$ cat src/osd_consts.svh
// overlay geometry is fixed at build time; OSD_W must stay a multiple of 8 and fit the RAM
`ifndef OSD_CONSTS_SVH
`define OSD_CONSTS_SVH

// top left corner of the overlay, in active pixels
`define OSD_X0 12'd9
`define OSD_Y0 12'd9

// overlay size, width in whole glyph bytes
`define OSD_W 12'd152
`define OSD_H 12'd33

// rgb565 value drawn where a glyph bit is set
`define OSD_KEY_COLOR 16'hF800

// glyph RAM address width, 2048 bytes
`define OSD_RAM_AW 11

// i_video to o_video, in pclk cycles
`define OSD_LATENCY 4

`endif

$ cat src/osd_pkg.sv
// shared stream types; video is one rgb565 pixel per pclk with active high hs, vs and de
`include "osd_consts.svh"

package osd_pkg;

	// one pixel beat as it travels down the pipeline
	typedef struct packed
	{
		logic        hs;
		logic        vs;
		logic        de;     // pixel strobe
		logic [15:0] data;   // rgb565
	} video_beat_t;

	// active pixel coordinates, 0 based
	typedef struct packed
	{
		logic [11:0] x;
		logic [11:0] y;
	} pix_xy_t;

	// host write of one glyph byte
	typedef struct packed
	{
		logic [`OSD_RAM_AW-1:0] addr;
		logic [7:0]             data;   // bit 0 is the leftmost pixel
	} glyph_wr_t;

endpackage

$ cat src/osd_pixel_mixer.sv
// single colour keying only; sync and de pass unchanged, output registered and cleared on reset
`include "osd_consts.svh"

module osd_pixel_mixer import osd_pkg::*;
(
	input  logic        pclk,
	input  logic        i_arst_n,
	input  video_beat_t i_video,
	input  logic        i_glyph_bit,
	output video_beat_t o_video
);

	video_beat_t mix;

	always_comb
	begin
		mix = i_video;
		if (i_glyph_bit)
			mix.data = `OSD_KEY_COLOR;   // glyph pixel
	end

	always_ff @(posedge pclk or negedge i_arst_n)
	begin
		if (!i_arst_n)
			o_video <= '0;
		else
			o_video <= mix;   // cycle 4
	end

	// glyph bit and beat come from different paths and must stay aligned
	a_key_only_active: assert property (@(posedge pclk) disable iff (!i_arst_n)
		i_glyph_bit |-> i_video.de)
		else $error("key colour forced outside active video");

endmodule

$ cat config.mk
export PLATFORM = sky130hd
export DESIGN_NAME = osd_pixel_mixer
export DESIGN_NICKNAME = d
export VERILOG_FILES = /design/src/osd_pkg.sv /design/src/osd_pixel_mixer.sv
export VERILOG_INCLUDE_DIRS = /design/src
export SDC_FILE = /design/constraint.sdc
export NUM_CORES = 1
export LEC_CHECK = 0
export ABC_AREA = 1
export BUFFER_PORTS_ARGS = -buffer_cell sky130_fd_sc_hd__buf_2
export CORE_ASPECT_RATIO = 1.25
export CORE_UTILIZATION = 30
export DETAILED_ROUTE_END_ITERATION = 10
export PLACE_DENSITY = 0.62
export SYNTH_ARGS = -nofsm -noshare
export SYNTH_HDL_FRONTEND = slang
export SYNTH_SLANG_ARGS = --single-unit
$ cat constraint.sdc
create_clock -name pclk -period 0.8 [get_ports pclk]
set_input_delay 0.2 -clock pclk [delete_from_list [all_inputs] [get_ports pclk]]
set_output_delay 0.2 -clock pclk [all_outputs]
set_load 0.01 [all_outputs]
After elaboration in Yosys (flattened, before gate mapping)
Cells that the tools add are included.

storage, ports and cells
  register bits = 19
  bits in latches = 0
  memory bits (writable) = 0
  memory bits (read-only) = 0
  output and inout bits = 19
  word-level logic and storage cells = 5
  memories = 0

cells by class
  add/sub/neg operators = 0
  multiply operators = 0
  divide/modulo/power cells = 0
  $lt $le $gt $ge = 0
  equal/unequal tests = 0
  shift operators = 0
  multiplexer cells = 1
  bitwise gates (word level) = 0
  reduce and logical (&&, ||, !) cells = 0

operators with widths
  kind      count
  $mux W16  1

Logic depth before layout (Yosys ltp)
  word-level depth = 1
  depth in mapped cells = 2

Worst setup path after synthesis
No wires, ideal clock.

  kind = register to output
  start = register o_video[0] in the netlist's numbering
  end = output port o_video[0] in the netlist's numbering
  data arrival time = 0.376 ns
  required time = 0.600 ns
  setup slack = 0.224 ns
  stages on the path, launching flop included = 1
  path through = dfrtp_1

RTL lines
  what                    RTL line               source
  start, declared         osd_pixel_mixer.sv:10  output video_beat_t o_video
  start signal, assigned  osd_pixel_mixer.sv:27  o_video <= mix;

No word-level cell between the ends.

Final worst setup path
  start = register o_video[8] in the netlist's numbering
  end = output port o_video[8] in the netlist's numbering

No word-level cell between the ends.

==> impl_results.md <==
- Maxcap violations: 0
- Crit path kind: register to output pin
- Die width: 42.4 um
- Via count: 471
- Count of cell types in the netlist: 5
- ANT cells: 0
- Status: complete, but fails checks
- Critical path's slowest cell: dfrtp_1
- Warnings, synthesis: 0
- Vias per Instance: 3.96
- Starting DRC count in detailed routing: 0
- WL per Instance: 10.0 um
- CTS root buffer: clkbuf_4
- Syn nets: 75
- Maximum vdd ir drop: 0.000789 V
- Ports: 41
- Post-Place Cells: 111
- CTS Sinks: 19
- TritonCTS buffer count: 3
- Compound-Gate Fraction of Synth Area: 0%
- Synth Area in Adders: 0%
- Buf/Inv on CP: 1
- Post-layout nets: 123
- Slew Viols, Final: 0
- Clk slew on worst S/H paths: 0.10 ns
- # Post-CTS Setup Buffers: 0
- Syn Area/Cell: 11.5 sq um
- DR DRC count: 0
- CTS tree: built
- Kind of cell adding the most delay to the critical path: flip-flops
- Combinational family with the most area after synthesis: buffers and inverters
- Port bufs: 40
- Largest register FFs: 19
- H-tree depth: 1
- Max-slew headroom: 73.4%
- Initial Util: 33.4%
- Sequential element share of the synthesized area: 77.9%
- Crit end category: output pin
- Hold WC Path Type: primary input to register
- Non-filler cells, final: 119
- Post-Synthesis Cells: 53
- Final HPWL from detailed placement: 933 um
- Routability cong.: 0.637
- Die area: 2220 sq um
- Post-route ant nets: 0
- Top Registers: o_video: 19 flops
- Die Ht: 52.4 um
- Startpoint types: register
- Area Overhead vs Synth: 45.7%
- Synthesized flop and latch total: 19
- Post-Synth XOR/XNOR Area: 0%
- Longest Clk Path Bufs: 2
- Gr usage total: 11.5%
- First-pass GRT wire length: 1840 um
- Number of global-route vias before repair: 459
- Failing checks: setup timing
- Cts repair resizes: 0
- Antenna violations before repair: 0
- Tcrit/Tclk final: 127%
- Gr ovfl total: 0
- Leakage power: 0.000545 uW
- Pre-CTS setup slack: 0.0763 ns
- Post-route setup slack: -0.213 ns
- Total routed wirelength: 1190 um
- Post-Synth Simple-Gate Area: 9.84%
- Critical path fanouts, max: 1
- PwrDens: 1890 nW/um^2
- Largest register by flop count: o_video
- Share of layout cells above drive strength 1: 43.0%
- Crit path DAT: 0.81 ns
- Post-synth design cell area: 611 sq um
- Mux contribution to synthesized area: 0%
- Critical path's largest stage delay: 0.39 ns
- FP Rows: 17
- Final hold viol count: 0
- Crit path time final: 1.01 ns
- Fmax: 0.988 GHz
- RSZ-0062 raised after global routing: true
- CP Cell Sequence: buf_2
- Drt pass-1 iters: 1
- Worst EP required: 0.60 ns
- Core area: 1830 sq um
- Final setup vio count: 19
- Largest net degree at the start of global routing: 20
- Least-Margin Pin Slew: 0.399 ns
## through the flow
step	utilization, %	cell area [sq um]	total power, uW	setup TNS, ns	hold slack [ns]
2_1_floorplan	-	611	1110	0	-0.0956
3_5_place_dp	45.0	823	1230	0	0.152
3_3_place_gp	45.0	823	1220	0	0.148
5_1_grt	48.6	890	1770	-4.34	0.0804
4_1_cts	47.0	860	1700	-3.87	0.00249
6_report	48.6	890	1680	-3.57	0.0903
## where the power goes
| part | switching (uW) | internal (uW) |
|---|---|---|
| logic | 105 | 95.9 |
| clock network | 265 | 194 |
| registers | 10.6 | 1010 |
## final cells by class
cell class / instances / area (sq um)
inverters: 17 / 63.8
multi-input cells: 16 / 60.1
fillers: 188 / 940
repair buffers: 44 / 240
clock buffers: 4 / 26.3
well taps: 19 / 23.8
flip-flops and latches: 19 / 475
## cell usage in the layout, fill, tap and decap left out, drive strengths merged
master       netlist  layout
nor2              11      11
inv               17      17
nand2              5       5
clkbuf             0       4
buf                1      40
dfrtp             19      19
dlygate4sd3        0       4
## timing repair
action,in CTS,in global routing
setup endpoints to repair,19,19
hold buffers,1,3
cloned,0,0
endpoints found under the hold margin,19,3
## Yosys cell counts, drive strengths merged
master  instances  share of area, %
dfrtp          19                78
inv            17                10
nor2           11               6.8
nand2           5               3.1
buf             1               1.8
## kinds of logic after synthesis
group                  Yosys count
and+or+nand+nor                 16
DFF                             19
buffers and inverters           18
## layer usage
metal  GRT usage, %  up-vias  wire length, um
met5              0        -                0
met4           9.38        0               21
met3           3.79        2              106
met2           19.7       26              626
met1           11.2      208              439
li1               -      235                -
## final timing paths
path	startpoint	end	slack [ns]	depth (start not counted)
worst min-delay path	i_video[15]	o_video[15]	0.09	3
min in group asynchronous	i_arst_n	o_video[2]	0.36	2
worst max-delay path	o_video[8]	o_video[8]	-0.21	1
max in group asynchronous	i_arst_n	o_video[12]	0.16	2
(Power assumes the default switching activity.)
