<file path="src/osd_consts.svh">
// overlay geometry is fixed at build time; OSD_W must stay a multiple of 8 and fit the RAM
`ifndef OSD_CONSTS_SVH
`define OSD_CONSTS_SVH

// top left corner of the overlay, in active pixels
`define OSD_X0 12'd9
`define OSD_Y0 12'd9

// overlay size, width in whole glyph bytes
`define OSD_W 12'd152
`define OSD_H 12'd33

// rgb565 value drawn where a glyph bit is set
`define OSD_KEY_COLOR 16'hF800

// glyph RAM address width, 2048 bytes
`define OSD_RAM_AW 11

// i_video to o_video, in pclk cycles
`define OSD_LATENCY 4

`endif

</file>
<file path="src/osd_pkg.sv">
// shared stream types; video is one rgb565 pixel per pclk with active high hs, vs and de
`include "osd_consts.svh"

package osd_pkg;

	// one pixel beat as it travels down the pipeline
	typedef struct packed
	{
		logic        hs;
		logic        vs;
		logic        de;     // pixel strobe
		logic [15:0] data;   // rgb565
	} video_beat_t;

	// active pixel coordinates, 0 based
	typedef struct packed
	{
		logic [11:0] x;
		logic [11:0] y;
	} pix_xy_t;

	// host write of one glyph byte
	typedef struct packed
	{
		logic [`OSD_RAM_AW-1:0] addr;
		logic [7:0]             data;   // bit 0 is the leftmost pixel
	} glyph_wr_t;

endpackage

</file>
<file path="src/osd_timing_xy.sv">
// vs is active high and restarts y; x and y are 12 bit, so lines and frames stay below 4096
module osd_timing_xy import osd_pkg::*;
(
	input  logic        pclk,
	input  logic        i_arst_n,
	input  video_beat_t i_video,
	output video_beat_t o_video,
	output pix_xy_t     o_xy
);

	logic [11:0] x_cnt;     // index of the next de pixel in this line
	logic [11:0] y_cnt;     // completed active lines in this frame
	logic        de_prev;
	logic        vs_prev;
	logic        de_fall;
	logic        vs_rise;

	// the registered beat already holds last cycle's de and vs
	assign de_prev = o_video.de;
	assign vs_prev = o_video.vs;
	assign de_fall = de_prev && !i_video.de;
	assign vs_rise = !vs_prev && i_video.vs;

	always_ff @(posedge pclk or negedge i_arst_n)
	begin
		if (!i_arst_n)
		begin
			o_video <= '0;
			o_xy    <= '0;
			x_cnt   <= '0;
			y_cnt   <= '0;
		end
		else
		begin
			o_video <= i_video;
			o_xy.x  <= x_cnt;
			o_xy.y  <= y_cnt;

			if (i_video.de)
				x_cnt <= x_cnt + 12'd1;
			else
				x_cnt <= '0;   // cleared through blanking

			if (vs_rise)
				y_cnt <= '0;   // new frame
			else if (de_fall)
				y_cnt <= y_cnt + 12'd1;   // line finished
		end
	end

	// a line longer than 4096 pixels would wrap x back into the overlay
	a_x_no_wrap: assert property (@(posedge pclk) disable iff (!i_arst_n)
		i_video.de && de_prev |-> x_cnt != '0)
		else $error("x counter wrapped inside an active line");

endmodule

</file>
<file path="config.mk">
export PLATFORM = sky130hd
export DESIGN_NAME = osd_timing_xy
export DESIGN_NICKNAME = d
export VERILOG_FILES = /design/src/osd_pkg.sv /design/src/osd_timing_xy.sv
export VERILOG_INCLUDE_DIRS = /design/src
export SDC_FILE = /design/constraint.sdc
export NUM_CORES = 1
export LEC_CHECK = 0
export BUFFER_PORTS_ARGS = -buffer_cell sky130_fd_sc_hd__clkbuf_2
export CORE_ASPECT_RATIO = 0.7
export CORE_MARGIN = 2
export CORE_UTILIZATION = 54
export CTS_CLUSTER_SIZE = 8
export DETAILED_ROUTE_END_ITERATION = 6
export PLACE_DENSITY_LB_ADDON = 0.12
export RECOVER_POWER = 100
export SLEW_MARGIN = 25
export SYNTH_ARGS = -nofsm -noshare
export SYNTH_HDL_FRONTEND = slang
export SYNTH_SLANG_ARGS = --single-unit
</file>
<file path="constraint.sdc">
create_clock -name pclk -period 4.3 [get_ports pclk]
set_clock_uncertainty 0.1 [all_clocks]
set_input_delay 0.645 -clock pclk [delete_from_list [all_inputs] [get_ports pclk]]
set_output_delay 0.645 -clock pclk [all_outputs]
set_load 0.005 [all_outputs]
</file>
# Yosys cells after proc, flatten, opt, wreduce, memory -nomap -nowiden

Index checks and enable logic that the tools add are counted.
W data, S select, Z words.

Mux-type cells: 3
Add/subtract/negate cells: 2
Reduce and logical (&&, ||, !) cells: 5

Operators by type and width:

| operator                | number |
|---|---|
| $mux W12                | 3 |
| $add A12 B1 Y12 const B | 2 |
| $logic_and A1 B1 Y1     | 2 |
| $logic_not A1 Y1        | 2 |
| $reduce_bool A2 Y1      | 1 |

Flip-flop bits (word level): 67
Output and inout port bits: 43

# Longest topological paths before layout

Word-level depth: 4
Mapped depth: 5

# Worst setup path after synthesis

OpenSTA, ideal clock, no wires.

Kind: in2reg
Start: input port i_video[17] (netlist name)
End: register y_cnt[10]
Data arrival time: 1.414 ns
Stages on the path: 4
Buffers on the path: 1
Library setup time: 0.120 ns
Slack: 2.666 ns
Path through: nor2b_1 -> buf_2 -> nor2_1 -> a31o_2

Longest elaborated chain between the ends: 2
Elaborated cells between the ends (all ways): 3
Those cells by class: 1 x mux; 2 x reduce/logical

Ends and longest elaborated chain:

| what                                                  | RTL line            | RTL |
|---|---|---|
| start: declaration                                    | osd_timing_xy.sv:6  | `input video_beat_t i_video,` |
| $logic_and A1 B1 Y1 *                                 | osd_timing_xy.sv:22 | `assign vs_rise = !vs_prev && i_video.vs;` |
| $mux W12 / $reduce_bool A2 Y1 (equally long branches) | n/a                 |  |
| end signal: assignment                                | osd_timing_xy.sv:47 | `y_cnt <= y_cnt + 12'd1;` |
| end: declaration                                      | osd_timing_xy.sv:12 | `logic [11:0] y_cnt;` |

Every way passes the cells marked *; elsewhere a longest branch is shown, timed or not.
A chain may end at the register's enable or synchronous reset.

==> flow_summary.ini <==
[critical_path]
cp_num_cells = 1
arrival_ns = 2.26
critPathSlowestCell = clkbuf_1
required_ns = 4.18
end_kind = async pin
reg2reg_depth = 4
startpoint_type = input port
critical_path_buf_inv_count = 1
worstSetupPathType = input port to async pin
path_max_fanout = 46
crit_family = buffers and inverters
path_cells = clkbuf_1
slowest_delay_ns = 1.60

[power_and_ir_drop]
p_per_area_nw_per_um2 = 443.6
power_leakage_nw = 1.409
p_int_w = 0.0009778
p_sw_share_pct = 21.84
irDropWorstVdd_mv = 0.3588
p_sw_w = 0.0002733
seqPwrFrac_pct = 53.4
p_comb_share_pct = 4.6
pwr-share-clk_pct = 42.0

[place]
preCtsSetupSlack_ns = 1.995
gp_congestion = 0.7902
detailed_place_hpwl_um = 2785
port_buffers = 63

[synth]
syn-num-nets = 185
ys_seq_area_share_pct = 72.63
synth_compound_area_share_pct = 5.583
yosysTopAreaCellShare_pct = 72.63
synthAdderAreaFrac_pct = 1.084
synth-seq-cells = 67
synth_simple_gate_area_share_pct = 13.60
avgSynthCellArea_um2 = 14.25
synth-xor-area-share_pct = 5.312
synth_top_family_by_area = simple AND/OR/NAND/NOR gates
synth_mux_area_share_pct = 0.4336
synthCells = 162
synth-warning-count = 0
synth_area_um2 = 2308
synth_top_area_cell = dfrtp_1
yosys-top-cells-area = dfrtp_1 (73%), xor2_1 (3.0%), xnor2_1 (2.3%)
ys_types = 33

[timing]
final-setup-viol-count = 0
hold_violations = 0
drv_slew = 47
period_minus_slack_ns = 2.382
tightest_slew_ns = 2.281
setup_ws_ns = 1.918
finalCritPeriodShare_pct = 55.39
fin_tns_setup_ns = 0
max_freq_mhz = 419.8
rsz0062_at_grt = false
max_slew_margin_pct = -52.06

[global_routing]
gr-total-overflow = 0
antenna_found_initial = 0
grt_max_degree = 47
grt_pass1_vias = 1430
grt_usage_pct = 18.74
grt_pass1_wl_um = 6368

[final_layout]
area_delta_synth_final_pct = 22.17
drive_gt1_share_pct = 23.21
regArea_um2 = 1677
multi_input_area_um2 = 575.6
nets = 255
fillers = 300
diodes = 0

[run_status]
violations = max-capacitance violations, max-slew violations
outcome = complete, but fails checks

[cts]
cts_tree = done
cts_resized = 0
clk_latency_ns = 0.34
cts.reportedPaths.clkPinSlew_ns = 0.07
cts_buffers = 9
cts_sinks = 67
cts_buffer_depth = 2
clockRootBuffer = clkbuf_8
postCtsHoldBufs = 0
htree_levels = 3
cts_setup_buffers = 0

[floorplan]
fp.dieW_um = 82.15
core-area_um2 = 4018
pin_count = 64
die_y_um = 58.71
die_area_um2 = 4822
core.rowCount = 19
start_util_pct = 57.46

[detailed_routing]
firstDrtPassIters = 4
via_count = 1450
antenna_left = 0
route.detailed.drc = 0
wl_per_cell_um = 13.95
totalWireLength_um = 4031
viasPerCell = 5.017
drt_iter0_drc = 108

[min_path]
hold_depth = 0
hold_class = register to register

[run]
cap_viol_max_count = 1
## flip-flops by register name, indices dropped and copies added, names as in the netlist
name	count
x_cnt	12
y_cnt	12
o_video	17
de_prev	1
vs_prev	1
o_xy	24
## stage by stage
stage	hold slack (ns)	instances	util (%)	total power, W	instance area (µm²)
after global placement	0.2623	273	66.43	0.0007387	2669
final	0.2821	289	70.20	0.001251	2820
after floorplan	0.2494	162	-	0.0006984	2308
after CTS	0.2838	289	71.69	0.001271	2880
after global routing	0.2830	289	70.20	0.001306	2820
after detailed placement	0.2615	273	66.43	0.0007415	2669
## Yosys cell counts, drive strengths merged
cell type and number:
or3 4, and4 2, buf 3, nor4 1, nor2b 3, nor2 10, nand2b 3, o2111ai 1
a21boi 4, o21ai 4, dfrtp 67, a21oi 4, a211oi 1, nand2 11, and3 2, nor3 2
nand3 6, inv 1, a31o 2, o211ai 2, xor2 8, mux2i 1, clkbuf 2, nand4 2
and2 7, o211a 1, xnor2 6, ha 2
## power groups by stage
stage	Sequential (W)	Clock, W	Combinational, W
6_report	0.000668	0.000525	0.0000580
5_1_grt	0.000670	0.000569	0.0000671
4_1_cts	0.000668	0.000540	0.0000626
3_5_place_dp	0.000680	0	0.0000619
3_3_place_gp	0.000679	0	0.0000601
2_1_floorplan	0.000679	0	0.0000194
## placed cells by master, fill, tap and decap left out, drive strengths merged, types with 2 or more instances in the layout
cell type	count
clkinv	2
nor2	10
or3	4
nand2b	3
a31o	2
xnor2	6
a21boi	4
and4	2
and3	2
dfrtp	67
a21oi	4
nand3	6
clkbuf	74
o21ai	4
inv	2
nor2b	3
and2	7
ha	2
o211ai	2
xor2	8
nand2	11
nor3	2
nand4	2
## cells by family after synthesis
logic type,after synthesis
xor+xnor,14
compound gates,19
flops,67
simple gates,53
mux,1
buf+inv,6
fa+ha+maj,2
## final timing paths
check	from	to	slack (ns)
worst max-delay path	i_arst_n	o_xy[9]$_DFF_PN0_	1.92
worst min-delay path	x_cnt[10]$_DFF_PN0_	o_xy[22]$_DFF_PN0_	0.28
worst min register to register	x_cnt[10]$_DFF_PN0_	o_xy[22]$_DFF_PN0_	0.28
min in group asynchronous	i_arst_n	o_xy[21]$_DFF_PN0_	0.89
max in group pclk	i_video[17]	y_cnt[11]$_DFFE_PN0P_	2.31
worst max register to register	vs_prev$_DFF_PN0_	y_cnt[11]$_DFFE_PN0P_	2.37
## routing by layer
layer,share of wire [%],global-route usage [%],up-vias
met5,0,0,-
met4,0.87,6.667,0
met3,9.7,10.74,6
met2,43,27.41,57
met1,46,23.56,704
li1,-,-,683
## layout make-up
| cell class | instances | area share (%) |
|---|---|---|
| clock buffers | 11 | 5.368 |
| clock inverters | 5 | 2.130 |
| inverters | 1 | 0.1331 |
| multi-input cells | 89 | 20.41 |
| flip-flops and latches | 67 | 59.45 |
| well taps | 52 | 2.307 |
| repair buffers | 64 | 10.20 |
Note: power is estimated with default switching activity, not from simulation.
